===== src/rf_read_if.sv =====
/*
 * two-operand register read port, addresses out and data back in one cycle
 * lanes use the requester side, the register file the provider side
 */
`timescale 1ns/10ps
`default_nettype none

interface rf_read_if #(
  parameter int unsigned DATA_WIDTH = 32,
  parameter int unsigned ADDR_WIDTH = 5
);

  // operand addresses
  logic [ADDR_WIDTH-1:0] raddr_a;
  logic [ADDR_WIDTH-1:0] raddr_b;
  // operand data, combinational
  logic [DATA_WIDTH-1:0] rdata_a;
  logic [DATA_WIDTH-1:0] rdata_b;

  // side that asks for operands
  modport requester (
    output raddr_a,
    output raddr_b,
    input  rdata_a,
    input  rdata_b
  );

  // side that returns operands
  modport provider (
    input  raddr_a,
    input  raddr_b,
    output rdata_a,
    output rdata_b
  );

endinterface

`default_nettype wire


===== src/rf_read_arbiter.sv =====
/*
 * fixed-priority arbiter for the shared operand read pair
 * the ALU lane wins, the multiply lane gets the port and its ready otherwise
 */
`timescale 1ns/10ps
`default_nettype none

module rf_read_arbiter (
  // ALU issue this cycle, highest priority
  input  wire logic   alu_valid_i,
  // lane-facing read ports
  rf_read_if.provider alu_rd,
  rf_read_if.provider mul_rd,
  // register file facing read port
  rf_read_if.requester rf_rd,
  // multiply lane not idle
  input  wire logic   mul_busy_i,
  output logic        mul_ready_o
);

  logic alu_grant;

  // ALU owns the pair whenever it issues
  assign alu_grant = alu_valid_i;

  // address mux
  always_comb begin
    if (alu_grant) begin
      rf_rd.raddr_a = alu_rd.raddr_a;
      rf_rd.raddr_b = alu_rd.raddr_b;
    end else begin
      rf_rd.raddr_a = mul_rd.raddr_a;
      rf_rd.raddr_b = mul_rd.raddr_b;
    end
  end

  // data fans back to both lanes
  // only the granted lane acts on it
  assign alu_rd.rdata_a = rf_rd.rdata_a;
  assign alu_rd.rdata_b = rf_rd.rdata_b;
  assign mul_rd.rdata_a = rf_rd.rdata_a;
  assign mul_rd.rdata_b = rf_rd.rdata_b;

  // multiply accepted only with the read pair free and the lane idle
  // a held request waits out ALU issue cycles
  assign mul_ready_o = !alu_grant && !mul_busy_i;

endmodule

`default_nettype wire


===== src/flat_wrapper.sv =====
// flat-port wrapper written by rule: the top's interface ports become plain ports
module rf_read_arbiter_flat 
  (alu_valid_i, mul_busy_i, mul_ready_o, alu_rd_raddr_a, alu_rd_raddr_b, alu_rd_rdata_a, alu_rd_rdata_b, mul_rd_raddr_a, mul_rd_raddr_b, mul_rd_rdata_a, mul_rd_rdata_b, rf_rd_raddr_a, rf_rd_raddr_b, rf_rd_rdata_a, rf_rd_rdata_b);
  rf_read_if alu_rd_i ();
  rf_read_if mul_rd_i ();
  rf_read_if rf_rd_i ();
  input  wire logic alu_valid_i;
  input  wire logic mul_busy_i;
  output logic mul_ready_o;
  input wire logic [$bits(alu_rd_i.raddr_a)-1:0] alu_rd_raddr_a;
  input wire logic [$bits(alu_rd_i.raddr_b)-1:0] alu_rd_raddr_b;
  output wire logic [$bits(alu_rd_i.rdata_a)-1:0] alu_rd_rdata_a;
  output wire logic [$bits(alu_rd_i.rdata_b)-1:0] alu_rd_rdata_b;
  input wire logic [$bits(mul_rd_i.raddr_a)-1:0] mul_rd_raddr_a;
  input wire logic [$bits(mul_rd_i.raddr_b)-1:0] mul_rd_raddr_b;
  output wire logic [$bits(mul_rd_i.rdata_a)-1:0] mul_rd_rdata_a;
  output wire logic [$bits(mul_rd_i.rdata_b)-1:0] mul_rd_rdata_b;
  output wire logic [$bits(rf_rd_i.raddr_a)-1:0] rf_rd_raddr_a;
  output wire logic [$bits(rf_rd_i.raddr_b)-1:0] rf_rd_raddr_b;
  input wire logic [$bits(rf_rd_i.rdata_a)-1:0] rf_rd_rdata_a;
  input wire logic [$bits(rf_rd_i.rdata_b)-1:0] rf_rd_rdata_b;
  assign alu_rd_i.raddr_a = alu_rd_raddr_a;
  assign alu_rd_i.raddr_b = alu_rd_raddr_b;
  assign alu_rd_rdata_a = alu_rd_i.rdata_a;
  assign alu_rd_rdata_b = alu_rd_i.rdata_b;
  assign mul_rd_i.raddr_a = mul_rd_raddr_a;
  assign mul_rd_i.raddr_b = mul_rd_raddr_b;
  assign mul_rd_rdata_a = mul_rd_i.rdata_a;
  assign mul_rd_rdata_b = mul_rd_i.rdata_b;
  assign rf_rd_raddr_a = rf_rd_i.raddr_a;
  assign rf_rd_raddr_b = rf_rd_i.raddr_b;
  assign rf_rd_i.rdata_a = rf_rd_rdata_a;
  assign rf_rd_i.rdata_b = rf_rd_rdata_b;
  rf_read_arbiter u_core (.alu_valid_i(alu_valid_i), .alu_rd(alu_rd_i), .mul_rd(mul_rd_i), .rf_rd(rf_rd_i), .mul_busy_i(mul_busy_i), .mul_ready_o(mul_ready_o));
endmodule

===== config.mk =====
export PLATFORM = sky130hd
export DESIGN_NAME = rf_read_arbiter_flat
export DESIGN_NICKNAME = d
export VERILOG_FILES = /design/src/rf_read_if.sv /design/src/rf_read_arbiter.sv /design/src/flat_wrapper.sv
export SDC_FILE = /design/constraint.sdc
export NUM_CORES = 1
export LEC_CHECK = 0
export CAP_MARGIN = 20
export CORE_AREA = 2 2 88 90
export DETAILED_ROUTE_END_ITERATION = 12
export DIE_AREA = 0 0 90 92
export DONT_BUFFER_PORTS = 1
export REMOVE_ABC_BUFFERS = 1
export SYNTH_ARGS = -nofsm -noshare
export SYNTH_HDL_FRONTEND = slang
export SYNTH_SLANG_ARGS = --single-unit

===== constraint.sdc =====
create_clock -name vclk -period 0.8
set_input_delay 0.08 -clock vclk [all_inputs]
set_output_delay 0.08 -clock vclk [all_outputs]
set_load 0.05 [all_outputs]

# Yosys cells after proc, flatten, opt, wreduce, memory -nomap -nowiden

Cells that the tools add are included.
Widths: inputs -> output; s select.

Mux-type cells: 2
Reduce and logical (&&, ||, !) cells: 3

Operator list:

| kind              | number |
|---|---|
| $mux 5            | 2 |
| $logic_not 1->1   | 2 |
| $logic_and 1x1->1 | 1 |

Bits in registers: 0
Bits of input ports: 86
Output and inout port bits: 139
Word-level logic and storage cells: 5

# Logic depth before layout (Yosys ltp)

Word-level depth: 2
Mapped depth: 2

# Worst setup path before layout

Ideal clock, no wire load.

Kind: in2out
Start point: input port alu_valid_i
End point: output port mul_ready_o
Data arrival time: 0.882 ns
Required time: 0.720 ns
Setup slack: -0.162 ns
Stages: 2
Cells stage by stage: buf_6 > nor2_1

Word-level cells in the longest chain between the ends: 2

RTL lines:

| item               | line                  | text |
|---|---|---|
| start: declaration | flat_wrapper.sv:7     | `input wire logic alu_valid_i;` |
| $logic_not 1->1    | rf_read_arbiter.sv:46 | `assign mul_ready_o = !alu_grant && !mul_busy_i;` |
| $logic_and 1x1->1  | rf_read_arbiter.sv:46 |  |
| end: declaration   | flat_wrapper.sv:9     | `output logic mul_ready_o;` |

Every way passes these cells.

# Worst setup path in the final report

Start point: input port alu_valid_i
End point: output port rf_rd_raddr_b[3]

Word-level cells in the longest chain between the ends: 1

RTL lines:

| item             | line                  | text |
|---|---|---|
| $mux 5           | rf_read_arbiter.sv:28 | `if (alu_grant) begin` |
| end: declaration | flat_wrapper.sv:19    | `output wire logic [$bits(rf_rd_i.raddr_b)-1:0] rf_rd_raddr_b;` |

Every way passes these cells.

==> out/metrics.cfg <==
[timing]
fin_tns_setup_ns=0
finalMaxSlewViolations=0
worst_pin_slew_ns=0.3004
fmax_mhz=1628
grt_setup_unrepaired=false
hold_viol=0
min_period_ns=0.6141
post-route-period-util=0.7676
final-setup-viol-count=0
slew_headroom=0.8006

[clocking]
post_cts_buffers=0
cts_hold_buf=0
cts_resized=0

[detailed_routing]
drtAntennaViolNets=0
drt_pre_antenna_iters=5
drt_iter0_drc=31
drc_errors=0
wl_per_cell_um=93.26
routed_wl_mm=10.63
vias=433
avgViaCountPerCell=3.798

[floorplanning]
io-pin-count=225
start_util=0.1507
num_rows=32
core_area_um2=7447
die_w_um=90
dieHeight_um=92
die-area_um2=8280

[global_routing]
track_usage=0.2408
grt_pass1_wl_mm=11.65
grt_max_degree=12
grt_overflow_total=0
antenna_found_initial=0
grt_pass1_vias=343

[synthesis]
ys_types=5
seq_area_frac_synth=0
synth_top_family_by_area=buffers and inverters
synth-simple-area-share=0.003344
synth_adder_area_share=0
syn_area_per_cell_um2=8.017
synth_compound_area_frac=0
synth_top_area_frac=0.8562
ys_top_cells_by_area=buf_4 (86%), mux2_4 (12%), buf_6 (1.0%)
synth_xor_area_frac=0
syn_area_um2=1122
yosys_warnings=0
synth_cells=140
yosysTopAreaCell=buf_4
muxShareOfSynthArea=0.1304

[final_layout]
syn_to_final_growth_pct=-74.58
final_common_cell=mux2_4
fin_nets=100
flops_and_latches=0
clock_buffers=0
final_cell_mix=mux2_4 (9), nor2_1 (1), mux2_2 (1), buf_4 (1)
drive_gt1_frac=0.9167
n_antenna_cell=0
final_area_um2=285.3
ff_latch_area_um2=0
nFillCells=908

[setup_path]
cp.arrival_ns=0.53
cpPeakStageDelay_ns=0.45
crit_fanout=11
cp_cell_sequence=mux2_2
end_kind=output port
cp_top_family=multiplexers
slowest_stage=mux2_2
path_class=in2out
cp.buffers_inverters=0
critPathRequiredTime_ns=0.72
start_kind=primary input

[place]
port_buffers=0
finalWeightedCongestion=0.7439
post_dp_cell_area_um2=285.3

[outcome]
outcome=finished clean

[run]
maxCapViolCount=0

[min_path]
holdCritPathClass=in2out

[power_and_ir_drop]
cellPowerDensity_nw_per_um2=860.4
leakage_uw=0.00008492
peakVddDrop_uv=54.34

## cell usage after synthesis
cell type	number
buf_4	128
buf_6	1
nor2_1	1
mux2_2	1
mux2_4	9
## where the power goes
part	total, µW	switching [µW]	internal, µW	leakage, µW
Sequential	0	0	0	0
Clock	0	0	0	0
Combinational	245	177	68.2	0.0000849
## path summary, 6_finish.rpt
check / end / cells after the start / slack, ns / from
worst max-delay path: rf_rd_raddr_b[3] / 1 / 0.19 / alu_valid_i
worst min-delay path: mul_rd_rdata_b[0] / 0 / 0.16 / rf_rd_rdata_b[0]
## per-layer routing
layer,wire [µm],vias up,GRT usage
met5,0,-,0.03846
met1,1438,168,0.09474
met4,377,0,0.06538
met2,5883,195,0.4680
met3,2933,25,0.3229
li1,-,45,-
## final cells by class
class,count,area [µm²],area share
multi-input cells,11,150.1,0.5263
well taps,102,127.6,0.4474
repair buffers,1,7.507,0.02632
## stage by stage
| step | setup slack (ns) | total power (µW) | std cells | hold slack (ns) | util |
|---|---|---|---|---|---|
| after global placement | 0.1865 | 247.3 | 114 | 0.1616 | 0.03831 |
| after detailed placement | 0.1867 | 248.3 | 114 | 0.1616 | 0.03831 |
| final | 0.1859 | 245.4 | 114 | 0.1604 | 0.03831 |
| after global routing | 0.1818 | 250.9 | 114 | 0.1603 | 0.03831 |
| after floorplan | -0.01354 | 226.8 | 11 | 0.1600 | - |
| after CTS | 0.1858 | 248.5 | 114 | 0.1616 | 0.03831 |
## kinds of logic (layout without fill, tap and decap cells)
logic type,count (synthesis),after routing
buf+inv,129,1
mux,10,10
simple gates,1,1
Power figures use the tool's default switching activity.
