File: config.mk
export PLATFORM = sky130hd
export DESIGN_NAME = alu_lane_flat
export DESIGN_NICKNAME = d
export VERILOG_FILES = /design/src/rf_pkg.sv /design/src/rf_read_if.sv /design/src/alu_lane.sv /design/src/flat_wrapper.sv
export SDC_FILE = /design/constraint.sdc
export NUM_CORES = 1
export LEC_CHECK = 0
export BUFFER_PORTS_ARGS = -buffer_cell sky130_fd_sc_hd__buf_2
export CAP_MARGIN = 20
export CORE_ASPECT_RATIO = 2
export CORE_UTILIZATION = 64
export DETAILED_ROUTE_END_ITERATION = 7
export GPL_ROUTABILITY_DRIVEN = 0
export MAX_ROUTING_LAYER = met4
export PLACE_DENSITY = 0.91
export SLEW_MARGIN = 20
export SYNTH_ARGS = -nofsm -noshare
export SYNTH_HDL_FRONTEND = slang
export SYNTH_SLANG_ARGS = --single-unit
File: constraint.sdc
create_clock -name vclk -period 10.8
set_input_delay 0.54 -clock vclk [all_inputs]
set_output_delay 0.54 -clock vclk [all_outputs]
set_load 0.005 [all_outputs]
File: src/rf_pkg.sv
/*
 * shared types and constants for the two-lane execution subsystem
 * referenced by scoped name from the lanes, the register file and the top
 */
`default_nettype none

package rf_pkg;

  // alu opcodes, 3 bits wide
  typedef enum logic [2:0] {
    // rd <= immediate
    OP_LI  = 3'd0,
    // two-operand arithmetic and logic on rs1, rs2
    OP_ADD = 3'd1,
    OP_SUB = 3'd2,
    OP_AND = 3'd3,
    OP_OR  = 3'd4,
    OP_XOR = 3'd5,
    // shifts of rs1 by the low bits of rs2
    OP_SLL = 3'd6,
    OP_SRL = 3'd7
  } alu_op_e;

  // multiply lane FSM
  typedef enum logic [1:0] {
    MUL_IDLE = 2'd0,
    // one shift-add step per cycle
    MUL_RUN  = 2'd1,
    // result on write port 1 for one cycle
    MUL_WB   = 2'd2
  } mul_state_e;

  // write port indices into the register file
  // higher index wins a same-register collision
  localparam int unsigned WR_PORT_ALU = 0;
  localparam int unsigned WR_PORT_MUL = 1;

  // one RAM block per write port
  localparam int unsigned NUM_WR_PORTS = 2;

endpackage

`default_nettype wire

File: src/rf_read_if.sv
/*
 * two-operand register read port, addresses out and data back in one cycle
 * lanes use the requester side, the register file the provider side
 */
`timescale 1ns/10ps
`default_nettype none

interface rf_read_if #(
  parameter int unsigned DATA_WIDTH = 32,
  parameter int unsigned ADDR_WIDTH = 5
);

  // operand addresses
  logic [ADDR_WIDTH-1:0] raddr_a;
  logic [ADDR_WIDTH-1:0] raddr_b;
  // operand data, combinational
  logic [DATA_WIDTH-1:0] rdata_a;
  logic [DATA_WIDTH-1:0] rdata_b;

  // side that asks for operands
  modport requester (
    output raddr_a,
    output raddr_b,
    input  rdata_a,
    input  rdata_b
  );

  // side that returns operands
  modport provider (
    input  raddr_a,
    input  raddr_b,
    output rdata_a,
    output rdata_b
  );

endinterface

`default_nettype wire

File: src/alu_lane.sv
/*
 * single-cycle ALU lane, reads rs1 and rs2 and writes rd through write port 0
 * the result lands at the same edge the instruction is sampled
 */
`timescale 1ns/10ps
`default_nettype none

module alu_lane #(
  parameter int unsigned DATA_WIDTH = 32,
  parameter int unsigned ADDR_WIDTH = 5
) (
  // issue
  input  wire logic                  alu_valid_i,
  input  wire rf_pkg::alu_op_e       alu_op_i,
  input  wire logic [ADDR_WIDTH-1:0] alu_rd_i,
  input  wire logic [ADDR_WIDTH-1:0] alu_rs1_i,
  input  wire logic [ADDR_WIDTH-1:0] alu_rs2_i,
  input  wire logic [DATA_WIDTH-1:0] alu_imm_i,
  // operand read through the arbiter
  rf_read_if.requester               rd,
  // write port 0
  output logic                       we_o,
  output logic      [ADDR_WIDTH-1:0] waddr_o,
  output logic      [DATA_WIDTH-1:0] wdata_o
);

  // shift amount width, 5 bits for 32-bit data
  localparam int unsigned SHAMT_W = $clog2(DATA_WIDTH);

  logic [DATA_WIDTH-1:0] op_a;
  logic [DATA_WIDTH-1:0] op_b;
  logic [SHAMT_W-1:0]    shamt;
  logic [DATA_WIDTH-1:0] result;

  // operand addresses straight from the issue fields
  assign rd.raddr_a = alu_rs1_i;
  assign rd.raddr_b = alu_rs2_i;

  assign op_a  = rd.rdata_a;
  assign op_b  = rd.rdata_b;
  assign shamt = op_b[SHAMT_W-1:0];

  // opcode decode
  always_comb begin
    case (alu_op_i)
      rf_pkg::OP_LI:  result = alu_imm_i;
      rf_pkg::OP_ADD: result = op_a + op_b;
      rf_pkg::OP_SUB: result = op_a - op_b;
      rf_pkg::OP_AND: result = op_a & op_b;
      rf_pkg::OP_OR:  result = op_a | op_b;
      rf_pkg::OP_XOR: result = op_a ^ op_b;
      // logical shifts, zero fill
      rf_pkg::OP_SLL: result = op_a << shamt;
      rf_pkg::OP_SRL: result = op_a >> shamt;
      default:        result = '0;
    endcase
  end

  // no back-pressure, every valid cycle is a write
  assign we_o    = alu_valid_i;
  assign waddr_o = alu_rd_i;
  assign wdata_o = result;

endmodule

`default_nettype wire

File: src/flat_wrapper.sv
// flat-port wrapper written by rule: the top's interface ports become plain ports
module alu_lane_flat 
#(
  parameter int unsigned DATA_WIDTH = 32,
  parameter int unsigned ADDR_WIDTH = 5
)
  (alu_valid_i, alu_op_i, alu_rd_i, alu_rs1_i, alu_rs2_i, alu_imm_i, we_o, waddr_o, wdata_o, rd_raddr_a, rd_raddr_b, rd_rdata_a, rd_rdata_b);
  rf_read_if #(.DATA_WIDTH(DATA_WIDTH), .ADDR_WIDTH(ADDR_WIDTH)) rd_i ();
  input  wire logic alu_valid_i;
  input  wire rf_pkg::alu_op_e alu_op_i;
  input  wire logic [ADDR_WIDTH-1:0] alu_rd_i;
  input  wire logic [ADDR_WIDTH-1:0] alu_rs1_i;
  input  wire logic [ADDR_WIDTH-1:0] alu_rs2_i;
  input  wire logic [DATA_WIDTH-1:0] alu_imm_i;
  output logic we_o;
  output logic      [ADDR_WIDTH-1:0] waddr_o;
  output logic      [DATA_WIDTH-1:0] wdata_o;
  output wire logic [$bits(rd_i.raddr_a)-1:0] rd_raddr_a;
  output wire logic [$bits(rd_i.raddr_b)-1:0] rd_raddr_b;
  input wire logic [$bits(rd_i.rdata_a)-1:0] rd_rdata_a;
  input wire logic [$bits(rd_i.rdata_b)-1:0] rd_rdata_b;
  assign rd_raddr_a = rd_i.raddr_a;
  assign rd_raddr_b = rd_i.raddr_b;
  assign rd_i.rdata_a = rd_rdata_a;
  assign rd_i.rdata_b = rd_rdata_b;
  alu_lane #(.DATA_WIDTH(DATA_WIDTH), .ADDR_WIDTH(ADDR_WIDTH)) u_core (.alu_valid_i(alu_valid_i), .alu_op_i(alu_op_i), .alu_rd_i(alu_rd_i), .alu_rs1_i(alu_rs1_i), .alu_rs2_i(alu_rs2_i), .alu_imm_i(alu_imm_i), .rd(rd_i), .we_o(we_o), .waddr_o(waddr_o), .wdata_o(wdata_o));
endmodule
## After elaboration in Yosys (flattened, before gate mapping)

Index checks and enable logic that the tools add are counted.

- Register bits after elaboration: 0
- Latch bits: 0
- Memory bits (writable): 0
- Memory bits (read-only): 0
- Bits of input ports: 115
- Memories kept: 0

- Add/sub/neg operators: 2
- Multiply operators: 0
- Divide/modulo/power cells: 0
- $lt $le $gt $ge: 0
- Eq/ne operators: 7
- Shift operators: 2
- Multiplexer cells: 1
- Bitwise logic cells: 3
- Reduce and logical (&&, ||, !) cells: 1

Operator list:

| operator | count |
|---|---|
| case mux 32 bit (8 select lines) | 1 |
| adder 32 bit | 1 |
| AND 32 bit | 1 |
| bitwise OR 32 bit | 1 |
| left shift 32 x 5 -> 32 bit | 1 |
| >> shifter 32 x 5 -> 32 bit | 1 |
| subtractor 32 bit | 1 |
| bitwise XOR 32 bit | 1 |
| equality test 3 bit, second input constant | 4 |
| equality test 3 x 2 -> 1 bit, second input constant | 2 |
| equality test 3 x 1 -> 1 bit, second input constant | 1 |
| zero test 3 bit | 1 |

## Longest topological paths before layout

- Word-level depth: 2
- Depth in mapped cells: 21
- Depth with buffers taken out: 18

## Least setup slack after synthesis

Ideal clock, no wire load.

- Kind: in2out
- From: in rd_rdata_b[1]
- To: out wdata_o[31]
- Arrival: 4.720 ns
- Data required time: 10.260 ns
- Path slack: 5.540 ns
- Stages: 19
- Buffers on the path: 4
- Cells stage by stage: buf_2 clkbuf_1 buf_1 inv_1 ha_1 nor2b_1 nand3_1 nor2_1 a41o_1 xnor2_1 ha_1 clkbuf_1 and3_1 a221o_1 a31o_2 nor2_1 o311ai_4 mux2i_1 or4_1

- Cells in the longest elaborated chain, start to end: 2

Ends and longest elaborated chain:

| item | RTL line | text |
|---|---|---|
| start: declaration | flat_wrapper.sv:21 | `input wire logic [$bits(rd_i.rdata_b)-1:0] rd_rdata_b;` |
| subtractor 32 bit (tied with other cells) | alu_lane.sv:48 | `rf_pkg::OP_SUB: result = op_a - op_b;` |
| case mux 32 bit (8 select lines) * | alu_lane.sv:45 | `case (alu_op_i)` |
| end: declaration | flat_wrapper.sv:17 | `output logic [DATA_WIDTH-1:0] wdata_o;` |

Every way passes the cells marked *; elsewhere a longest branch is shown, timed or not.

## Worst setup path after layout

- From: in alu_op_i[1]
- To: out wdata_o[31]

- Cells in the longest elaborated chain, start to end: 2

Ends and longest elaborated chain:

| item | RTL line | text |
|---|---|---|
| start: declaration | flat_wrapper.sv:10 | `input wire rf_pkg::alu_op_e alu_op_i;` |
| equality test 3 bit (tied with other cells) | alu_lane.sv:45 |  |
| case mux 32 bit (8 select lines) * | alu_lane.sv:45 |  |

Marked as above.

==> results.toml <==
[drt]
drc = 72
drt-initial-drc-count = 1609
totalWireLength_um = 31800
firstDrtPassIters = 8
wl_per_cell_um = 23.7
ant_nets = 0
viasPerCell = 7.38
vias = 9894

[logic_synthesis]
synth_common_cells = "nor2_1, a21oi_1, ha_1"
yosysSeqAreaShare_pct = 0
avgSynthCellArea_um2 = 6.93
synth_largest_area_cell = "ha_1"
synth_nets = 1362
yosysUniqueCellTypes = 65
synth_cells = 1149
yosysTopAreaCellShare_pct = 15.2
yosysWarnings = 0
synth_most_common_cell = "nor2_1"
synth_area_leaders = "ha_1, mux4_2, nor2_1"
syn_area_um2 = 7960

[placed_design]
place.detailed.hpwl_um = 23800
port_buffers = 131

[global_routing]
track_usage_pct = 51.9
grt_antenna_before_repair = 1
grt_max_degree = 86
gr-total-overflow = 0
grt_pass1_wl_um = 50000
grt_pass1_vias = 9432

[die]
pin_count = 163
rows = 57
die_x_um = 80.9
fp.coreArea_um2 = 12100
start_util_pct = 65.7
fp.dieArea_um2 = 12900
die_h_um = 160

[worst_setup_path]
critPathKind = "in -> out"
cp.required_ns = 10.26
critPathCaptureType = "output pin"
cp-start-kind = "input port"
cp.arrival_ns = 5.74
crit_path_end = "wdata_o[31]"
crit_fanout = 41
crit_start = "alu_op_i[1]"

[layout]
multi_input_area_um2 = 7210
n_sequential_cell = 0
drive_gt1_share_pct = 18.5
clock_buffers = 0
synthToLayoutAreaGrowth_pct = 5.97
seqCellArea_um2 = 0
final_nets = 1407
nFillCells = 1049

[sta]
finalHoldViolations = 0
max-slew-margin-rel_pct = 28.4
totalNegativeSetupSlack_ns = 0
tightest_slew_ns = 1.07
fin_crit_ns = 6.28
fmax_ghz = 0.159
setup_viol = 0
final_max_slew_viol_count = 0
rsz0062_at_grt = "false"
fin_crit_sh_pct = 58.1

[cts]
cts_setup_buffers = 0
cts-resized-gates = 0
hold_buffers = 0

[outcome]
status = "finished with violations"
violations = "DRC"

[worst_hold_path]
hp-class = "in -> out"

[job]
maxCapViolCount = 0
-- layout by cell type, fill, tap and decap left out, types with 20 or more instances in the layout --
master / count
nor2_1: 165
inv_1: 76
a221oi_1: 28
nand3_1: 20
mux2_2: 22
mux4_2: 35
a21oi_1: 122
xnor2_1: 42
o21ai_0: 57
nand2_1: 73
mux2i_1: 51
buf_2: 131
ha_1: 97
o22ai_1: 26
-- cells by family after synthesis --
group	synth area share, %
simple gates	18.5
mux	19.4
compound gates	31.3
xor+xnor	5.61
buf+inv	9.53
fa+ha+maj	15.6
-- cell type report --
class	instances	share of cell area [%]
tap	147	2.18
timing repair buffer	143	8.84
antenna	1	0.0297
multi-input combinational	970	85.4
inverter	79	3.52
-- stage by stage --
step                hold slack (ns)  utilization (%)  cells  setup slack [ns]  area, um^2
finish                         1.08             69.6   1340              4.52        8440
global route                   1.08             69.6   1340              4.29        8440
CTS                            1.08             69.6   1339              4.72        8430
detailed placement             1.08             69.6   1339              4.74        8430
global placement               1.08             69.6   1339              4.83        8430
floorplan                      1.16                -   1149              5.54        7960
-- routing by layer --
metal	wire length (um)	track usage, %	share of wire (%)	up-vias
met1	9910	55.4	31	4346
met4	3470	39.4	11	0
met5	0	-	0	-
li1	-	-	-	4329
met2	13700	73.8	43	883
met3	4680	22.1	15	336
-- worst max-delay path, stage by stage --
cell and delay, ns:
buf_2 0.61, nor2b_2 0.79, and2_1 0.71, a21o_1 0.17, xnor2_1 0.07, ha_1 0.37
a21o_1 0.22, a31oi_1 0.26, a31oi_1 0.17, o2111a_1 0.27, nor2_1 0.56, o311ai_4 0.16
mux2i_1 0.14, or4_1 0.50, buf_2 0.14
-- how the worst min path moves through the flow --
stage / start / end / slack [ns] / depth (start not counted)
global route: alu_rs2_i[0] / rd_raddr_b[0] / 1.08 / 0
finish: alu_rs1_i[1] / rd_raddr_a[1] / 1.08 / 0
global placement: alu_rs1_i[1] / rd_raddr_a[1] / 1.08 / 0
detailed placement: alu_rs1_i[1] / rd_raddr_a[1] / 1.08 / 0
floorplan: alu_rs1_i[0] / rd_raddr_a[0] / 1.16 / 1
CTS: alu_rs1_i[1] / rd_raddr_a[1] / 1.08 / 0
