`src/rf_pkg.sv`:
```
/*
 * shared types and constants for the two-lane execution subsystem
 * referenced by scoped name from the lanes, the register file and the top
 */
`default_nettype none

package rf_pkg;

  // alu opcodes, 3 bits wide
  typedef enum logic [2:0] {
    // rd <= immediate
    OP_LI  = 3'd0,
    // two-operand arithmetic and logic on rs1, rs2
    OP_ADD = 3'd1,
    OP_SUB = 3'd2,
    OP_AND = 3'd3,
    OP_OR  = 3'd4,
    OP_XOR = 3'd5,
    // shifts of rs1 by the low bits of rs2
    OP_SLL = 3'd6,
    OP_SRL = 3'd7
  } alu_op_e;

  // multiply lane FSM
  typedef enum logic [1:0] {
    MUL_IDLE = 2'd0,
    // one shift-add step per cycle
    MUL_RUN  = 2'd1,
    // result on write port 1 for one cycle
    MUL_WB   = 2'd2
  } mul_state_e;

  // write port indices into the register file
  // higher index wins a same-register collision
  localparam int unsigned WR_PORT_ALU = 0;
  localparam int unsigned WR_PORT_MUL = 1;

  // one RAM block per write port
  localparam int unsigned NUM_WR_PORTS = 2;

endpackage

`default_nettype wire

```
`src/rf_read_if.sv`:
```
/*
 * two-operand register read port, addresses out and data back in one cycle
 * lanes use the requester side, the register file the provider side
 */
`timescale 1ns/10ps
`default_nettype none

interface rf_read_if #(
  parameter int unsigned DATA_WIDTH = 32,
  parameter int unsigned ADDR_WIDTH = 5
);

  // operand addresses
  logic [ADDR_WIDTH-1:0] raddr_a;
  logic [ADDR_WIDTH-1:0] raddr_b;
  // operand data, combinational
  logic [DATA_WIDTH-1:0] rdata_a;
  logic [DATA_WIDTH-1:0] rdata_b;

  // side that asks for operands
  modport requester (
    output raddr_a,
    output raddr_b,
    input  rdata_a,
    input  rdata_b
  );

  // side that returns operands
  modport provider (
    input  raddr_a,
    input  raddr_b,
    output rdata_a,
    output rdata_b
  );

endinterface

`default_nettype wire

```
`src/mul_lane.sv`:
```
/*
 * iterative shift-add multiply lane writing the low half of the product into rd
 * DATA_WIDTH run cycles after acceptance, then one write-back cycle on port 1
 */
`timescale 1ns/10ps
`default_nettype none

module mul_lane #(
  parameter int unsigned DATA_WIDTH = 32,
  parameter int unsigned ADDR_WIDTH = 5
) (
  input  wire logic                  clk_i,
  input  wire logic                  arst_n_i,
  // issue held by the issuer until ready
  input  wire logic                  mul_valid_i,
  input  wire logic                  mul_ready_i,
  input  wire logic [ADDR_WIDTH-1:0] mul_rd_i,
  input  wire logic [ADDR_WIDTH-1:0] mul_rs1_i,
  input  wire logic [ADDR_WIDTH-1:0] mul_rs2_i,
  // operand read through the arbiter
  rf_read_if.requester               rd,
  // status
  output logic                       busy_o,
  output logic                       done_o,
  // write port 1
  output logic                       we_o,
  output logic      [ADDR_WIDTH-1:0] waddr_o,
  output logic      [DATA_WIDTH-1:0] wdata_o
);

  localparam int unsigned CNT_W = (DATA_WIDTH > 1) ? $clog2(DATA_WIDTH) : 1;

  rf_pkg::mul_state_e state_q;
  rf_pkg::mul_state_e state_d;
  logic [CNT_W-1:0]      cnt_q;
  logic                  accept;
  logic                  last_step;

  // shift-add datapath
  logic [DATA_WIDTH-1:0] mcand_q;
  logic [DATA_WIDTH-1:0] mplier_q;
  logic [DATA_WIDTH-1:0] acc_q;
  logic [ADDR_WIDTH-1:0] rd_q;

  // operands are read in the accept cycle
  assign rd.raddr_a = mul_rs1_i;
  assign rd.raddr_b = mul_rs2_i;

  assign accept    = mul_valid_i && mul_ready_i && (state_q == rf_pkg::MUL_IDLE);
  assign last_step = (cnt_q == '0);

  // next state
  always_comb begin
    state_d = state_q;
    case (state_q)
      rf_pkg::MUL_IDLE: if (accept)    state_d = rf_pkg::MUL_RUN;
      rf_pkg::MUL_RUN:  if (last_step) state_d = rf_pkg::MUL_WB;
      rf_pkg::MUL_WB:   state_d = rf_pkg::MUL_IDLE;
      default:          state_d = rf_pkg::MUL_IDLE;
    endcase
  end

  // state and step counter
  always_ff @(posedge clk_i or negedge arst_n_i) begin
    if (!arst_n_i) begin
      state_q <= rf_pkg::MUL_IDLE;
      cnt_q   <= '0;
    end else begin
      state_q <= state_d;
      if (accept) begin
        // counts DATA_WIDTH run cycles down to zero
        cnt_q <= CNT_W'(DATA_WIDTH - 1);
      end else if (state_q == rf_pkg::MUL_RUN) begin
        cnt_q <= cnt_q - 1'b1;
      end
    end
  end

  // shift-add step
  // multiplicand moves left, multiplier right, low bit gates the add
  always_ff @(posedge clk_i) begin
    if (accept) begin
      mcand_q  <= rd.rdata_a;
      mplier_q <= rd.rdata_b;
      acc_q    <= '0;
      rd_q     <= mul_rd_i;
    end else if (state_q == rf_pkg::MUL_RUN) begin
      if (mplier_q[0]) begin
        acc_q <= acc_q + mcand_q;
      end
      mcand_q  <= mcand_q << 1;
      mplier_q <= mplier_q >> 1;
    end
  end

  assign busy_o  = (state_q != rf_pkg::MUL_IDLE);
  // write-back lasts exactly one cycle
  assign done_o  = (state_q == rf_pkg::MUL_WB);
  assign we_o    = done_o;
  assign waddr_o = rd_q;
  assign wdata_o = acc_q;

endmodule

`default_nettype wire

```
`src/flat_wrapper.sv`:
```
// flat-port wrapper written by rule: the top's interface ports become plain ports
module mul_lane_flat 
#(
  parameter int unsigned DATA_WIDTH = 32,
  parameter int unsigned ADDR_WIDTH = 5
)
  (clk_i, arst_n_i, mul_valid_i, mul_ready_i, mul_rd_i, mul_rs1_i, mul_rs2_i, busy_o, done_o, we_o, waddr_o, wdata_o, rd_raddr_a, rd_raddr_b, rd_rdata_a, rd_rdata_b);
  rf_read_if #(.DATA_WIDTH(DATA_WIDTH), .ADDR_WIDTH(ADDR_WIDTH)) rd_i ();
  input  wire logic clk_i;
  input  wire logic arst_n_i;
  input  wire logic mul_valid_i;
  input  wire logic mul_ready_i;
  input  wire logic [ADDR_WIDTH-1:0] mul_rd_i;
  input  wire logic [ADDR_WIDTH-1:0] mul_rs1_i;
  input  wire logic [ADDR_WIDTH-1:0] mul_rs2_i;
  output logic busy_o;
  output logic done_o;
  output logic we_o;
  output logic      [ADDR_WIDTH-1:0] waddr_o;
  output logic      [DATA_WIDTH-1:0] wdata_o;
  output wire logic [$bits(rd_i.raddr_a)-1:0] rd_raddr_a;
  output wire logic [$bits(rd_i.raddr_b)-1:0] rd_raddr_b;
  input wire logic [$bits(rd_i.rdata_a)-1:0] rd_rdata_a;
  input wire logic [$bits(rd_i.rdata_b)-1:0] rd_rdata_b;
  assign rd_raddr_a = rd_i.raddr_a;
  assign rd_raddr_b = rd_i.raddr_b;
  assign rd_i.rdata_a = rd_rdata_a;
  assign rd_i.rdata_b = rd_rdata_b;
  mul_lane #(.DATA_WIDTH(DATA_WIDTH), .ADDR_WIDTH(ADDR_WIDTH)) u_core (.clk_i(clk_i), .arst_n_i(arst_n_i), .mul_valid_i(mul_valid_i), .mul_ready_i(mul_ready_i), .mul_rd_i(mul_rd_i), .mul_rs1_i(mul_rs1_i), .mul_rs2_i(mul_rs2_i), .rd(rd_i), .busy_o(busy_o), .done_o(done_o), .we_o(we_o), .waddr_o(waddr_o), .wdata_o(wdata_o));
endmodule
```
`config.mk`:
```
export PLATFORM = sky130hd
export DESIGN_NAME = mul_lane_flat
export DESIGN_NICKNAME = d
export VERILOG_FILES = /design/src/rf_pkg.sv /design/src/rf_read_if.sv /design/src/mul_lane.sv /design/src/flat_wrapper.sv
export SDC_FILE = /design/constraint.sdc
export NUM_CORES = 1
export LEC_CHECK = 0
export BUFFER_PORTS_ARGS = -buffer_cell sky130_fd_sc_hd__buf_2
export CORE_MARGIN = 3
export CORE_UTILIZATION = 33
export CTS_CLUSTER_SIZE = 14
export DETAILED_ROUTE_END_ITERATION = 10
export HOLD_SLACK_MARGIN = 0.05
export PLACE_DENSITY = 0.52
export SLEW_MARGIN = 20
export SYNTH_ARGS = -nofsm -noshare
export SYNTH_HDL_FRONTEND = slang
export SYNTH_SLANG_ARGS = --single-unit
```
`constraint.sdc`:
```
create_clock -name clk_i -period 5.8 [get_ports clk_i]
set_input_delay 1.16 -clock clk_i [delete_from_list [all_inputs] [get_ports clk_i]]
set_output_delay 1.16 -clock clk_i [all_outputs]
set_load 0.005 [all_outputs]
```
Yosys cells after proc, flatten, opt, wreduce, memory -nomap -nowiden
Cells that the tools add are included.
{"block": "totals", "ff_bits": 108, "output_inout_bits": 50, "wordCells": 29, "inputBits": 83}
{"block": "classes", "n_mux": 9, "addsub": 2, "eq_ne": 4, "n_reduce_logical": 8}
{"cell": "$mux W32", "n": 4}
{"cell": "$add A32 B32 Y32", "n": 1}
{"cell": "$mux W5", "n": 2}
{"cell": "$logic_not A5 Y1", "n": 1}
{"cell": "$sub A5 B1 Y5 const B", "n": 1}
{"cell": "$mux W2", "n": 2}
{"cell": "$ne A2 B1 Y1 const B", "n": 2}
{"cell": "$pmux W2 S2", "n": 1}
{"cell": "$reduce_and A2 Y1", "n": 2}
{"cell": "$reduce_bool A2 Y1", "n": 2}
{"cell": "$eq A2 B1 Y1 const B", "n": 1}
{"cell": "$eq A2 B2 Y1 const B", "n": 1}
{"cell": "$logic_and A1 B1 Y1", "n": 2}
{"cell": "$logic_not A2 Y1", "n": 1}

Logic depth before layout (Yosys ltp)
{"block": "logic_depth", "depth_word": 4, "mapped_depth": 11, "depth_no_buf": 11}

Least setup slack after synthesis
Ideal clock, no wire load.
{"block": "synth_path", "path_kind": "input to register", "startpoint": "input mul_valid_i", "endpoint": "register u_core.mcand_q[0] (enable)", "stages": 3, "slack_ns": 2.350, "arrival_time_ns": 2.757, "path_cell_list": "nand3_1 -> clkbuf_1 -> nand2_1"}
{"block": "synth_between", "elab_chain_len": 3}
{"element": "start, declared", "line_no": "flat_wrapper.sv:11", "text": "input wire logic mul_valid_i;"}
{"element": "$logic_and A1 B1 Y1 (2 in a row)", "line_no": "mul_lane.sv:49", "text": "assign accept = mul_valid_i && mul_ready_i && (state_q == rf_pkg::MUL_IDLE);"}
{"element": "$reduce_bool A2 Y1 (no source line)"}
{"element": "end signal, assigned", "line_no": "mul_lane.sv:83", "text": "mcand_q <= rd.rdata_a;"}
{"element": "end signal, assigned", "line_no": "mul_lane.sv:91", "text": "mcand_q <= mcand_q << 1;"}
{"element": "end, declared", "line_no": "mul_lane.sv:40", "text": "logic [DATA_WIDTH-1:0] mcand_q;"}
No other way between the ends.
A chain may end at the register's enable or synchronous reset.

Worst setup path in the final report
{"block": "layout_path", "startpoint": "register u_core.mcand_q[14]", "endpoint": "register u_core.acc_q[31] (netlist: u_core.wdata_o[31])"}
{"block": "layout_between", "elab_chain_len": 1}
{"element": "$add A32 B32 Y32", "line_no": "mul_lane.sv:89", "text": "acc_q <= acc_q + mcand_q;"}
{"element": "end signal, assigned", "line_no": "mul_lane.sv:89"}
{"element": "end, declared", "line_no": "mul_lane.sv:42", "text": "logic [DATA_WIDTH-1:0] acc_q;"}
No other way between the ends.

==> results.txt <==
outcome: finished clean
post-cts resize count: 0
LEAKAGE: 0.00323 µW
Final Core Density: 39.7%
worst setup path class: flip-flop to flip-flop
Mean Syn Cell Area: 9.08 µm²
layout cells sized above 1: 19.2%
area leader, netlist: edfxtp_1
endpoints failing setup: 0
root buf cell: clkbuf_16
total grt overflow: 0
power per cell area: 634 nW/µm²
Worst VDD drop: 0.000229 V
initial antenna violation count: 0
cell count after synthesis: 644
RSZ-0062 raised after global routing: false
cell depth of the worst setup path: 10
Starting Density: 33.8%
TritonCTS buffer count: 9
Yosys cell types: 50
largest net degree at the start of global routing: 92
internal power: 2590 µW
CTS Sinks: 108
Hold WC Path Type: flip-flop to flip-flop
max incr delay on CP: 0.55 ns
Switching Share: 40.6%
CP Capture Type: flip-flop
Seq/Total Area, Yosys: 49.4%
max_cap viols: 0
post-route cell area: 6870 µm²
clk slew on worst S/H paths: 0.07 ns
Post-synth ARST share: 6.48%
crit-path most repeated cell: or4_1
Iter 0 DRT Violations: 259
mapped cell area: 5850 µm²
most common cell in the netlist: nand2_1
Post-Syn Nets: 761
drt pass-1 iters: 5
Max Clk Rate: 318 MHz
post-route ant nets: 0
Fin. Hold Viols: 0
chip height: 139 µm
Chip Width: 139 µm
via count: 4,742
combinational power share: 51.8%
DP Area: 6570 µm²
Final min period: 3.14 ns
Arr. time, crit path: 3.43 ns
fillers: 1,806
Post-CTS Hold Buffers: 0
wire per inst: 14.4 µm
Critical Path Sink: u_core.wdata_o[31]$_SDFFE_PP0P_
Max-slew headroom: 35.9%
H-tree depth: 3
CP Buf/Inv Count: 0
number of global-route vias before repair: 4,507
row cnt: 48
r2r startpoint: u_core.mcand_q[14]$_DFFE_PP_
Critical Path RT: 6.09 ns
fin nets: 856
flop2flop setup slack: 2.66 ns
Switching Power: 1770 µW
crit start category: flip-flop
reg2reg end: u_core.wdata_o[31]$_SDFFE_PP0P_
routability cong.: 0.839
Post-Route Skew: 0.00719 ns
CTS tree: yes
Max Buffers Root-to-Sink: 2
Sum Neg Setup Slack: 0 ns
first-pass GRT wire length: 22,800 µm
final hold slack: 0.473 ns
fin crit share: 54.2%
die area: 19,400 µm²
synthesized flop and latch total: 108
Detail Placement HPWL: 10,100 µm
Layout area overhead: 17.4%
register share of total power: 34.0%
Post-synth EDFFs: 69
final WL: 14,000 µm
Largest delay share family, worst path: simple AND/OR/NAND/NOR gates
Top-Level Pins: 133
crit path max fanout: 8
critical-path cell list: ha_1 > nand4_1 > or4_1 > a31o_1 > nand3_2 > o2111ai_4 > a211oi_2 > nor3_1 > or4_1 > nand2_1
# diodes: 0
DRC Markers: 0
postcts setup bufs: 0
top cells by count, synth: nand2_1, edfxtp_1, a21oi_1
synth warn: 0
top cells by area, synth: edfxtp_1, nand2_1, dfxtp_1, ha_1, a21oi_1
Final Slew Violations: 0
Worst path slowest cell: or4_1
All-Layer GR Usage: 14.5%
IO buf count: 112
share of Yosys cell area claimed by the top area cell type: 35.4%
ys flop type: edfxtp_1
vias per cell: 4.89
worst skew pair latency: 0.35 ns
core area: 17,300 µm²
Reg2Reg Depth: 10
clock power share: 14.2%
worst slew pin tran: 0.957 ns
CP startpoint: u_core.mcand_q[14]$_DFFE_PP_
## worst min-delay path by stage
stage,startpoint,end,slack [ns],depth (start not counted)
after floorplan,u_core.wdata_o[10]$_SDFFE_PP0P_,u_core.wdata_o[10]$_SDFFE_PP0P_,0.46,2
after global placement,u_core.wdata_o[12]$_SDFFE_PP0P_,u_core.wdata_o[12]$_SDFFE_PP0P_,0.46,2
after detailed placement,u_core.wdata_o[13]$_SDFFE_PP0P_,u_core.wdata_o[13]$_SDFFE_PP0P_,0.47,2
after CTS,u_core.wdata_o[13]$_SDFFE_PP0P_,u_core.wdata_o[13]$_SDFFE_PP0P_,0.48,2
after global routing,u_core.wdata_o[7]$_SDFFE_PP0P_,u_core.wdata_o[7]$_SDFFE_PP0P_,0.51,2
final,u_core.wdata_o[20]$_SDFFE_PP0P_,u_core.wdata_o[20]$_SDFFE_PP0P_,0.47,2
## registers in the layout, summed over array words and instances (netlist names)
signal,count
u_core.cnt_q,5
u_core.mplier_q,32
u_core.mcand_q,32
u_core.waddr_o,5
u_core.wdata_o,32
u_core.state_q,2
## logic make-up after synthesis
logic type      Yosys count  share of synthesized area [%]
buf+inv                  46                           3.72
flops                   108                           49.4
fa+ha+maj                34                           7.40
mux                       1                          0.171
compound gates          130                           14.5
xor+xnor                 30                           4.49
simple gates            295                           20.4
## metrics by stage
stage / setup WS (ns) / power (µW) / std cells
finish: 2.66 / 4350 / 969
global route: 2.47 / 4770 / 969
CTS: 2.66 / 4390 / 969
detailed placement: 2.33 / 3750 / 953
global placement: 2.43 / 3710 / 953
floorplan: 2.35 / 3180 / 644
## placed cells by master, fill, tap and decap left out, types with 4 or more instances in the layout
cell type  count
edfxtp_1      69
xor2_1        12
clkbuf_16      9
nand3_1        4
dfxtp_1       32
a211oi_1       8
ha_1          33
o21a_1         5
a21o_1        18
nand4_1        4
xnor2_1       18
o211ai_1       4
nand2_1      249
o21ai_0       23
a21oi_1       45
and2_1         6
a31oi_1        4
nor2_1        12
buf_4          6
o21bai_1       4
inv_1         11
buf_2        112
dfrtp_1        7
## cell type report
class / count / area (µm²) / area share, %
clock buffers: 10 / 229 / 3.33
repair buffers: 118 / 606 / 8.82
inverters: 12 / 45.0 / 0.656
clock inverters: 6 / 65.1 / 0.948
multi-input cells: 490 / 2750 / 40.1
well taps: 225 / 282 / 4.10
flip-flops and latches: 108 / 2890 / 42.1
## routing by layer
layer | wire length, µm | part of all wire [%] | vias up | GRT usage [%]
li1 | - | - | 2414 | -
met1 | 6710 | 48 | 2148 | 19.9
met2 | 6170 | 44 | 154 | 22.2
met3 | 870 | 6.2 | 26 | 4.03
met4 | 223 | 1.6 | 0 | 4.89
met5 | 0 | 0 | - | 0
## worst min-delay path: stages, from the launching register on
cell and delay [ns]:
dfxtp_1 0.32, nand2_1 0.05, a21oi_1 0.05
## power groups by stage
stage          Sequential (µW)  Clock (µW)  Combinational (µW)
2_1_floorplan             1450           0                1730
3_3_place_gp              1500           0                2210
3_5_place_dp              1500           0                2250
4_1_cts                   1490         642                2260
5_1_grt                   1530         671                2570
6_report                  1480         617                2260
Power figures use the tool's default switching activity.
