`src/rf_pkg.sv`:
```
/*
 * shared types and constants for the two-lane execution subsystem
 * referenced by scoped name from the lanes, the register file and the top
 */
`default_nettype none

package rf_pkg;

  // alu opcodes, 3 bits wide
  typedef enum logic [2:0] {
    // rd <= immediate
    OP_LI  = 3'd0,
    // two-operand arithmetic and logic on rs1, rs2
    OP_ADD = 3'd1,
    OP_SUB = 3'd2,
    OP_AND = 3'd3,
    OP_OR  = 3'd4,
    OP_XOR = 3'd5,
    // shifts of rs1 by the low bits of rs2
    OP_SLL = 3'd6,
    OP_SRL = 3'd7
  } alu_op_e;

  // multiply lane FSM
  typedef enum logic [1:0] {
    MUL_IDLE = 2'd0,
    // one shift-add step per cycle
    MUL_RUN  = 2'd1,
    // result on write port 1 for one cycle
    MUL_WB   = 2'd2
  } mul_state_e;

  // write port indices into the register file
  // higher index wins a same-register collision
  localparam int unsigned WR_PORT_ALU = 0;
  localparam int unsigned WR_PORT_MUL = 1;

  // one RAM block per write port
  localparam int unsigned NUM_WR_PORTS = 2;

endpackage

`default_nettype wire

```
`src/rf_read_if.sv`:
```
/*
 * two-operand register read port, addresses out and data back in one cycle
 * lanes use the requester side, the register file the provider side
 */
`timescale 1ns/10ps
`default_nettype none

interface rf_read_if #(
  parameter int unsigned DATA_WIDTH = 32,
  parameter int unsigned ADDR_WIDTH = 5
);

  // operand addresses
  logic [ADDR_WIDTH-1:0] raddr_a;
  logic [ADDR_WIDTH-1:0] raddr_b;
  // operand data, combinational
  logic [DATA_WIDTH-1:0] rdata_a;
  logic [DATA_WIDTH-1:0] rdata_b;

  // side that asks for operands
  modport requester (
    output raddr_a,
    output raddr_b,
    input  rdata_a,
    input  rdata_b
  );

  // side that returns operands
  modport provider (
    input  raddr_a,
    input  raddr_b,
    output rdata_a,
    output rdata_b
  );

endinterface

`default_nettype wire

```
`src/rf_lvt_regfile.sv`:
```
/*
 * FPGA-style register file, one sync-write RAM block per write port
 * a live value table picks the block holding the latest value on every read
 */
`timescale 1ns/10ps
`default_nettype none

module rf_lvt_regfile #(
  parameter int unsigned DATA_WIDTH    = 32,
  parameter int unsigned ADDR_WIDTH    = 5,
  parameter bit          ZERO_REG_ZERO = 1'b1
) (
  input  wire logic                                              clk_i,
  input  wire logic                                              arst_n_i,
  // shared operand read pair
  rf_read_if.provider                                            rd,
  // write ports, index rf_pkg::WR_PORT_*
  input  wire logic [rf_pkg::NUM_WR_PORTS-1:0]                   we_i,
  input  wire logic [rf_pkg::NUM_WR_PORTS-1:0][ADDR_WIDTH-1:0]   waddr_i,
  input  wire logic [rf_pkg::NUM_WR_PORTS-1:0][DATA_WIDTH-1:0]   wdata_i,
  // debug read port
  input  wire logic [ADDR_WIDTH-1:0]                             dbg_raddr_i,
  output logic      [DATA_WIDTH-1:0]                             dbg_rdata_o
);

  localparam int unsigned NUM_WORDS    = 2 ** ADDR_WIDTH;
  // operand a, operand b, debug
  localparam int unsigned NUM_RD_PORTS = 3;
  // width of one live value table entry
  localparam int unsigned SEL_W =
      (rf_pkg::NUM_WR_PORTS > 1) ? $clog2(rf_pkg::NUM_WR_PORTS) : 1;

  // live value table, one block index per register
  logic [NUM_WORDS-1:0][SEL_W-1:0] lvt_q;
  logic [NUM_WORDS-1:0][SEL_W-1:0] lvt_d;

  // read addresses gathered per read port
  logic [NUM_RD_PORTS-1:0][ADDR_WIDTH-1:0] raddr;
  logic [NUM_RD_PORTS-1:0][DATA_WIDTH-1:0] rdata;
  // every block read at every read address
  logic [rf_pkg::NUM_WR_PORTS-1:0][NUM_RD_PORTS-1:0][DATA_WIDTH-1:0] blk_rdata;

  assign raddr[0] = rd.raddr_a;
  assign raddr[1] = rd.raddr_b;
  assign raddr[2] = dbg_raddr_i;

  // table update, later ports overwrite earlier ones
  // so the higher index wins a collision
  always_comb begin
    lvt_d = lvt_q;
    for (int j = 0; j < rf_pkg::NUM_WR_PORTS; j++) begin
      if (we_i[j]) begin
        lvt_d[waddr_i[j]] = SEL_W'(j);
      end
    end
  end

  // table flops, all registers start out in block 0
  always_ff @(posedge clk_i or negedge arst_n_i) begin
    if (!arst_n_i) begin
      lvt_q <= '0;
    end else begin
      lvt_q <= lvt_d;
    end
  end

  for (genvar j = 0; j < rf_pkg::NUM_WR_PORTS; j++) begin : gen_ram_block
    logic [NUM_WORDS-1:0][DATA_WIDTH-1:0] ram_q;

    // single sync write port per block
    // cleared on reset so every register reads zero afterwards
    always_ff @(posedge clk_i or negedge arst_n_i) begin
      if (!arst_n_i) begin
        ram_q <= '0;
      end else if (we_i[j]) begin
        ram_q[waddr_i[j]] <= wdata_i[j];
      end
    end

    // async reads, one per read port
    for (genvar k = 0; k < NUM_RD_PORTS; k++) begin : gen_blk_read
      assign blk_rdata[j][k] = ram_q[raddr[k]];
    end
  end

  // output mux per read port
  for (genvar k = 0; k < NUM_RD_PORTS; k++) begin : gen_read_port
    logic [SEL_W-1:0] blk_sel;

    assign blk_sel  = lvt_q[raddr[k]];
    // register 0 hardwired to zero when enabled
    assign rdata[k] = (ZERO_REG_ZERO && (raddr[k] == '0)) ? '0 : blk_rdata[blk_sel][k];
  end

  assign rd.rdata_a  = rdata[0];
  assign rd.rdata_b  = rdata[1];
  assign dbg_rdata_o = rdata[2];

endmodule

`default_nettype wire

```
`src/flat_wrapper.sv`:
```
// flat-port wrapper written by rule: the top's interface ports become plain ports
module rf_lvt_regfile_flat 
#(
  parameter int unsigned DATA_WIDTH    = 32,
  parameter int unsigned ADDR_WIDTH    = 5,
  parameter bit          ZERO_REG_ZERO = 1'b1
)
  (clk_i, arst_n_i, we_i, waddr_i, wdata_i, dbg_raddr_i, dbg_rdata_o, rd_raddr_a, rd_raddr_b, rd_rdata_a, rd_rdata_b);
  rf_read_if #(.DATA_WIDTH(DATA_WIDTH), .ADDR_WIDTH(ADDR_WIDTH)) rd_i ();
  input  wire logic clk_i;
  input  wire logic arst_n_i;
  input  wire logic [rf_pkg::NUM_WR_PORTS-1:0] we_i;
  input  wire logic [rf_pkg::NUM_WR_PORTS-1:0][ADDR_WIDTH-1:0] waddr_i;
  input  wire logic [rf_pkg::NUM_WR_PORTS-1:0][DATA_WIDTH-1:0] wdata_i;
  input  wire logic [ADDR_WIDTH-1:0] dbg_raddr_i;
  output logic      [DATA_WIDTH-1:0] dbg_rdata_o;
  input wire logic [$bits(rd_i.raddr_a)-1:0] rd_raddr_a;
  input wire logic [$bits(rd_i.raddr_b)-1:0] rd_raddr_b;
  output wire logic [$bits(rd_i.rdata_a)-1:0] rd_rdata_a;
  output wire logic [$bits(rd_i.rdata_b)-1:0] rd_rdata_b;
  assign rd_i.raddr_a = rd_raddr_a;
  assign rd_i.raddr_b = rd_raddr_b;
  assign rd_rdata_a = rd_i.rdata_a;
  assign rd_rdata_b = rd_i.rdata_b;
  rf_lvt_regfile #(.DATA_WIDTH(DATA_WIDTH), .ADDR_WIDTH(ADDR_WIDTH), .ZERO_REG_ZERO(ZERO_REG_ZERO)) u_core (.clk_i(clk_i), .arst_n_i(arst_n_i), .rd(rd_i), .we_i(we_i), .waddr_i(waddr_i), .wdata_i(wdata_i), .dbg_raddr_i(dbg_raddr_i), .dbg_rdata_o(dbg_rdata_o));
endmodule
```
`config.mk`:
```
export PLATFORM = sky130hd
export DESIGN_NAME = rf_lvt_regfile_flat
export DESIGN_NICKNAME = d
export VERILOG_FILES = /design/src/rf_pkg.sv /design/src/rf_read_if.sv /design/src/rf_lvt_regfile.sv /design/src/flat_wrapper.sv
export SDC_FILE = /design/constraint.sdc
export NUM_CORES = 2
export LEC_CHECK = 0
export BUFFER_PORTS_ARGS = -buffer_cell sky130_fd_sc_hd__buf_4
export CAP_MARGIN = 20
export CORE_MARGIN = 5
export CORE_UTILIZATION = 30
export DETAILED_ROUTE_END_ITERATION = 12
export GPL_ROUTABILITY_DRIVEN = 1
export GPL_TIMING_DRIVEN = 0
export PLACE_DENSITY = 0.52
export SLEW_MARGIN = 20
export SYNTH_ARGS = -nofsm -noshare
export SYNTH_HDL_FRONTEND = slang
export SYNTH_SLANG_ARGS = --single-unit
```
`constraint.sdc`:
```
create_clock -name clk_i -period 5.5 [get_ports clk_i]
set_input_delay 0.275 -clock clk_i [delete_from_list [all_inputs] [get_ports clk_i]]
set_output_delay 0.275 -clock clk_i [all_outputs]
set_load 0.01 [all_outputs]
```
# Word-level counts from Yosys, hierarchy flattened
# Cells that the tools add are included.
# Widths: inputs -> output; s select.
[word_totals]
ff_bits = 2080
input_bits = 93
output_inout_bits = 96
wordCells = 153
[op_classes]
n_bitwise = 3
mux = 39
n_reduce_logical = 5
order_cmp = 10
[ops]
columns = ["operator", "count"]
rows = [
  ["$bwmux 1024", 2],
  ["$bmux 32 s5", 6],
  ["$mux 32", 15],
  ["$demux 32 s5", 2],
  ["$mux 96", 2],
  ["$mux 64", 2],
  ["$and 32x32->32", 1],
  ["$not 32->32", 1],
  ["$or 32x32->32", 1],
  ["$lt 5x6->1 const B", 5],
  ["$bmux 1 s5", 3],
  ["$logic_not 5->1", 3],
  ["$demux 1 s5", 2],
  ["$ge 5x1->1 const B", 2],
  ["$lt 1x2->1 const B", 3],
  ["$mux 1", 5],
  ["$logic_and 1x1->1", 2],
]

# Depth between registers and ports, before layout
[depth]
depth_word = 9
mapped_depth = 11

# Least setup slack after synthesis
# Ideal clock, no wire load.
[synth_timing]
path_kind = "input port to output port"
from = "input dbg_raddr_i[0]"
to = "output dbg_rdata_o[20]"
path_buffers = 3
t_arrival_ns = 2.249
required_time_ns = 5.225
setup_slack_ns = 2.976
stages = 7
path_cell_list = "buf_6 buf_2 buf_1 mux4_2 a22o_1 a2111oi_1 nor3_2"
[synth_via]
elab_chain_len = 5
word_cells_on_any_way = 10
classes_between = "mux (9); reduce/logical (1)"
[synth_rtl]
columns = ["element", "line", "text"]
rows = [
  ["start, declared", "flat_wrapper.sv:15", "input wire logic [ADDR_WIDTH-1:0] dbg_raddr_i;"],
  ["$bmux 32 s5 or $bmux 1 s5 (tied branches)", "rf_lvt_regfile.sv:82, rf_lvt_regfile.sv:90", ""],
  ["$mux 32 (not written as such) or $mux 1 (tied branches)", "rf_lvt_regfile.sv:82, rf_lvt_regfile.sv:90", ""],
  ["$mux 96 (not written as such) (2 in series)", "rf_lvt_regfile.sv:92", "assign rdata[k] = (ZERO_REG_ZERO && (raddr[k] == '0)) ? '0 : blk_rdata[blk_sel][k];"],
  ["$mux 32 *", "rf_lvt_regfile.sv:92", ""],
  ["end, declared", "flat_wrapper.sv:16", "output logic [DATA_WIDTH-1:0] dbg_rdata_o;"],
]
# Every way passes the cells marked *; elsewhere a longest branch is shown, timed or not. The select of a mux whose other input is x is not followed.

# Final worst setup path
[layout_timing]
from = "input dbg_raddr_i[0]"
to = "output dbg_rdata_o[1]"
# The elaborated chain is that of the path after synthesis.

==> run_results.csv <==
group,metric,value,unit
power_and_ir_drop,power_switching,18.14,mW
finish,layout-drive-gt1-share,52.88,%
power_and_ir_drop,p_sw_share,33.68,%
timing,rsz0062_at_grt,"true",
floorplan,die_h,658.2,microns
clock_network,htreeDepth,4,
finish,area.growth.synth_to_final,15.23,%
yosys,avgSynthCellArea,14.32,sq um
power_and_ir_drop,pwr_density_cell,370.8,nW/um^2
floorplan,num_rows,238,
routing,route.detailed.drc,0,
routing,ant_nets,0,
finish,mostFrequentLayoutCell,"mux2_2",
timing,fin_tns_setup,-0.7328,ns
floorplan,dieArea,433300,sq um
floorplan,pin_count,189,
routing,drt_iter0_drc,13380,
finish,num-nets-final,9464,
global_route,grt_max_degree,143,
critical_path,r2r_end,"u_core.lvt_q[13]",
finish,final_cell_mix,"2561 x mux2_2, 2080 x dfrtp_1, 1286 x mux4_2",
routing,routed_wl,675100,microns
clock_network,postCtsSetupBuffers,0,
yosys,synth_top_cell_by_area,"dfrtp_1",
critical_path,crit_fanout,10,
yosys,ys_seq_area_share,41.29,%
placement,io_buffers,181,
power_and_ir_drop,cellLeakagePower,59.77,nW
floorplan,die_w,658.2,microns
timing,fin_skew,0,ns
floorplan,start_util,30.05,%
critical_path,crit_path_max_incr_delay,1.17,ns
timing,hold_viol_final,0,
routing,avgViaCountPerCell,6.514,
power_and_ir_drop,combPwrFrac,28.3,%
power_and_ir_drop,power_frac_seq,39.7,%
yosys,async_flop_share,100.0,%
status,outcome,"complete, but fails checks",
global_route,grt_first_pass_wirelength,895300,microns
yosys,synth_edf_count,0,
placement,gp_congestion,1.044,
power_and_ir_drop,p_int,35.72,mW
timing,fin_ws,-0.2721,ns
timing,setup_viol,7,
min_path,hold_depth,4,
routing,wire_per_inst,44.52,microns
power_and_ir_drop,clkPwrFrac,32.1,%
yosys,synth_seq_cells,2080,
yosys,yosysTopAreaCellShare,41.29,%
min_path,min_path_type,"input pin to register",
routing,vias,98780,
critical_path,worst_path_dominant_cell_family,"buffers and inverters",
clock_network,cts.sinks,2080,
clock_network,root_buffer,"clkbuf_16",
clock_network,clk_latency,0.97,ns
yosys,syn_nets,8896,
global_route,grt_overflow,0,
critical_path,critPathBufInv,7,
critical_path,reg2reg_from,"u_core.lvt_q[13]",
yosys,synth_top_flop_cell,"dfrtp_1",
yosys,synth_area,126100,sq um
critical_path,reg2reg_slack,4.16,ns
clock_network,cts_buffer_depth,4,
global_route,grt_use_total,30.26,%
critical_path,path_cells,"buf_6, buf_2, buf_2, nand2_1, clkbuf_2, buf_16, buf_1, o22ai_1, o31ai_1, a2111oi_1, nor3_1, buf_4",
critical_path,critPathSlowestCell,"a2111oi_1",
timing,post-route-min-period,5.772,ns
global_route,antenna_found_initial,100,
power_and_ir_drop,ir_drop,0.3144,mV
clock_network,tritoncts,"yes",
yosys,ys_top_cells_by_area,"dfrtp_1 41%, mux4_2 23%, mux2_2 23%",
clock_network,cts_buffers,241,
critical_path,cpMostUsedCell,"buf_2",
critical_path,endpoint_kind,"primary output",
critical_path,critical_path_class,"input pin to primary output",
job,maxCapViolCount,0,
timing,finalMaxSlewViolations,0,
floorplan,coreArea,419600,sq um
critical_path,cp-start-kind,"input pin",
timing,slew_headroom,9.267,%
yosys,synth_cells,8803,
min_path,worstHoldStart,"waddr_i[3]",
timing,clock.fmax,173.2,MHz
yosys,synth_cell_types,43,
status,violations,"negative setup slack",
critical_path,cp.arrival,5.50,ns
clock_network,clk_pin_slew,0.06,ns
timing,worst_pin_slew,1.358,ns
placement,place_hpwl,494000,microns
timing,fin_crit_sh,104.9,%
critical_path,cp.required,5.22,ns
min_path,hold_end,"u_core.lvt_q[25]",
finish,fillers,40510,
global_route,grt_pass1_vias,98290,
routing,drtPass1Iterations,7,
critical_path,r2r_cells,3,
finish,utilization,34.62,%
yosys,yosys_warnings,0,
==> final cells by class <==
cell class	count	area, sq um	share of cell area [%]
multi-input cells	5731	70030	48.21
flip-flops and latches	2080	52050	35.83
clock buffers	346	6968	4.797
well taps	5520	6907	4.755
plain buffers	991	4415	3.040
repair buffers	325	3460	2.382
clock inverters	96	1242	0.8553
diodes	74	185.2	0.1275
inverters	1	3.754	0.002584
==> tightest hold or removal path: stages <==
cell      delay [ns]
buf_4           0.15
nand3b_1        0.38
o21ai_0         0.14
o21ai_0         0.08
==> registers in the layout (all words and copies together) (netlist names) <==
| signal | cells |
|---|---|
| u_core.lvt_q | 32 |
| u_core.gen_ram_block.ram_q | 2048 |
==> worst max-delay path by stage <==
stage | slack (ns) | cells after the start | endpoint | start
3_3_place_gp | -23.32 | 1 | u_core.gen_ram_block[1].ram_q[262] | arst_n_i
2_1_floorplan | 2.98 | 7 | dbg_rdata_o[20] | dbg_raddr_i[0]
4_1_cts | 0.11 | 12 | dbg_rdata_o[0] | dbg_raddr_i[0]
6_report | -0.27 | 12 | dbg_rdata_o[1] | dbg_raddr_i[0]
5_1_grt | -0.04 | 12 | dbg_rdata_o[31] | dbg_raddr_i[0]
3_5_place_dp | -0.22 | 11 | dbg_rdata_o[16] | dbg_raddr_i[2]
==> layer usage <==
layer / part of all wire, % / track usage, %
met1: 37 / 37.19
met2: 42 / 42.39
met3: 12 / 11.72
met4: 9.2 / 23.45
met5: 0.092 / 0.5319
==> power groups by stage <==
stage               clock, mW  combinational (mW)  sequential, mW
global placement            0                14.3            21.1
CTS                      17.4                14.8            21.2
detailed placement          0                14.7            21.4
finish                   17.3                15.2            21.4
global route             17.9                15.6            21.7
floorplan                   0                9.37            20.4
==> metrics by stage <==
| stage | instances | cell area, sq um | total power [mW] | hold WS (ns) | setup slack [ns] |
|---|---|---|---|---|---|
| 6_report | 15160 | 145300 | 53.86 | 0.09230 | -0.2721 |
| 5_1_grt | 15130 | 145200 | 55.18 | 0.06849 | -0.04265 |
| 4_1_cts | 15090 | 145000 | 53.35 | 0.005030 | 0.1118 |
| 3_5_place_dp | 14560 | 135900 | 36.08 | 0.1875 | -0.2229 |
| 3_3_place_gp | 14500 | 134300 | 35.38 | 0.5122 | -23.32 |
| 2_1_floorplan | 8803 | 126100 | 29.73 | -0.02059 | 2.976 |
==> kinds of logic (layout without fill, tap and decap cells) <==
| family | after synthesis | after routing | share of synthesized area [%] |
|---|---|---|---|
| compound gates | 1041 | 1041 | 5.786 |
| buf+inv | 992 | 1759 | 3.265 |
| flops | 2080 | 2080 | 41.29 |
| mux | 4009 | 4009 | 47.14 |
| other cells | 0 | 74 | 0 |
| simple gates | 681 | 681 | 2.525 |
==> what timing repair did <==
item	CTS	global route
setup endpoints to repair	13	2
endpoints found under the hold margin	560	0
gates resized for setup	8	2
hold buffers	84	0
==> synth_stat cells (all sizes together) (3+ instances only) <==
cell type / instances
mux2: 2561
dfrtp: 2080
mux4: 1286
o22ai: 576
clkbuf: 567
buf: 424
nand2: 268
nor2: 231
mux2i: 162
a22oi: 106
nor3: 68
a211o: 64
a221oi: 64
o2111ai: 64
a2111oi: 34
a21oi: 34
a22o: 32
and4: 32
o21ai: 32
o31ai: 32
nand3: 12
nand2b: 11
nor2b: 11
nor3b: 10
nand3b: 9
nand4: 6
or2: 6
or3: 4
and2: 3
and3: 3
and3b: 3
Note: power is estimated with default switching activity, not from simulation.
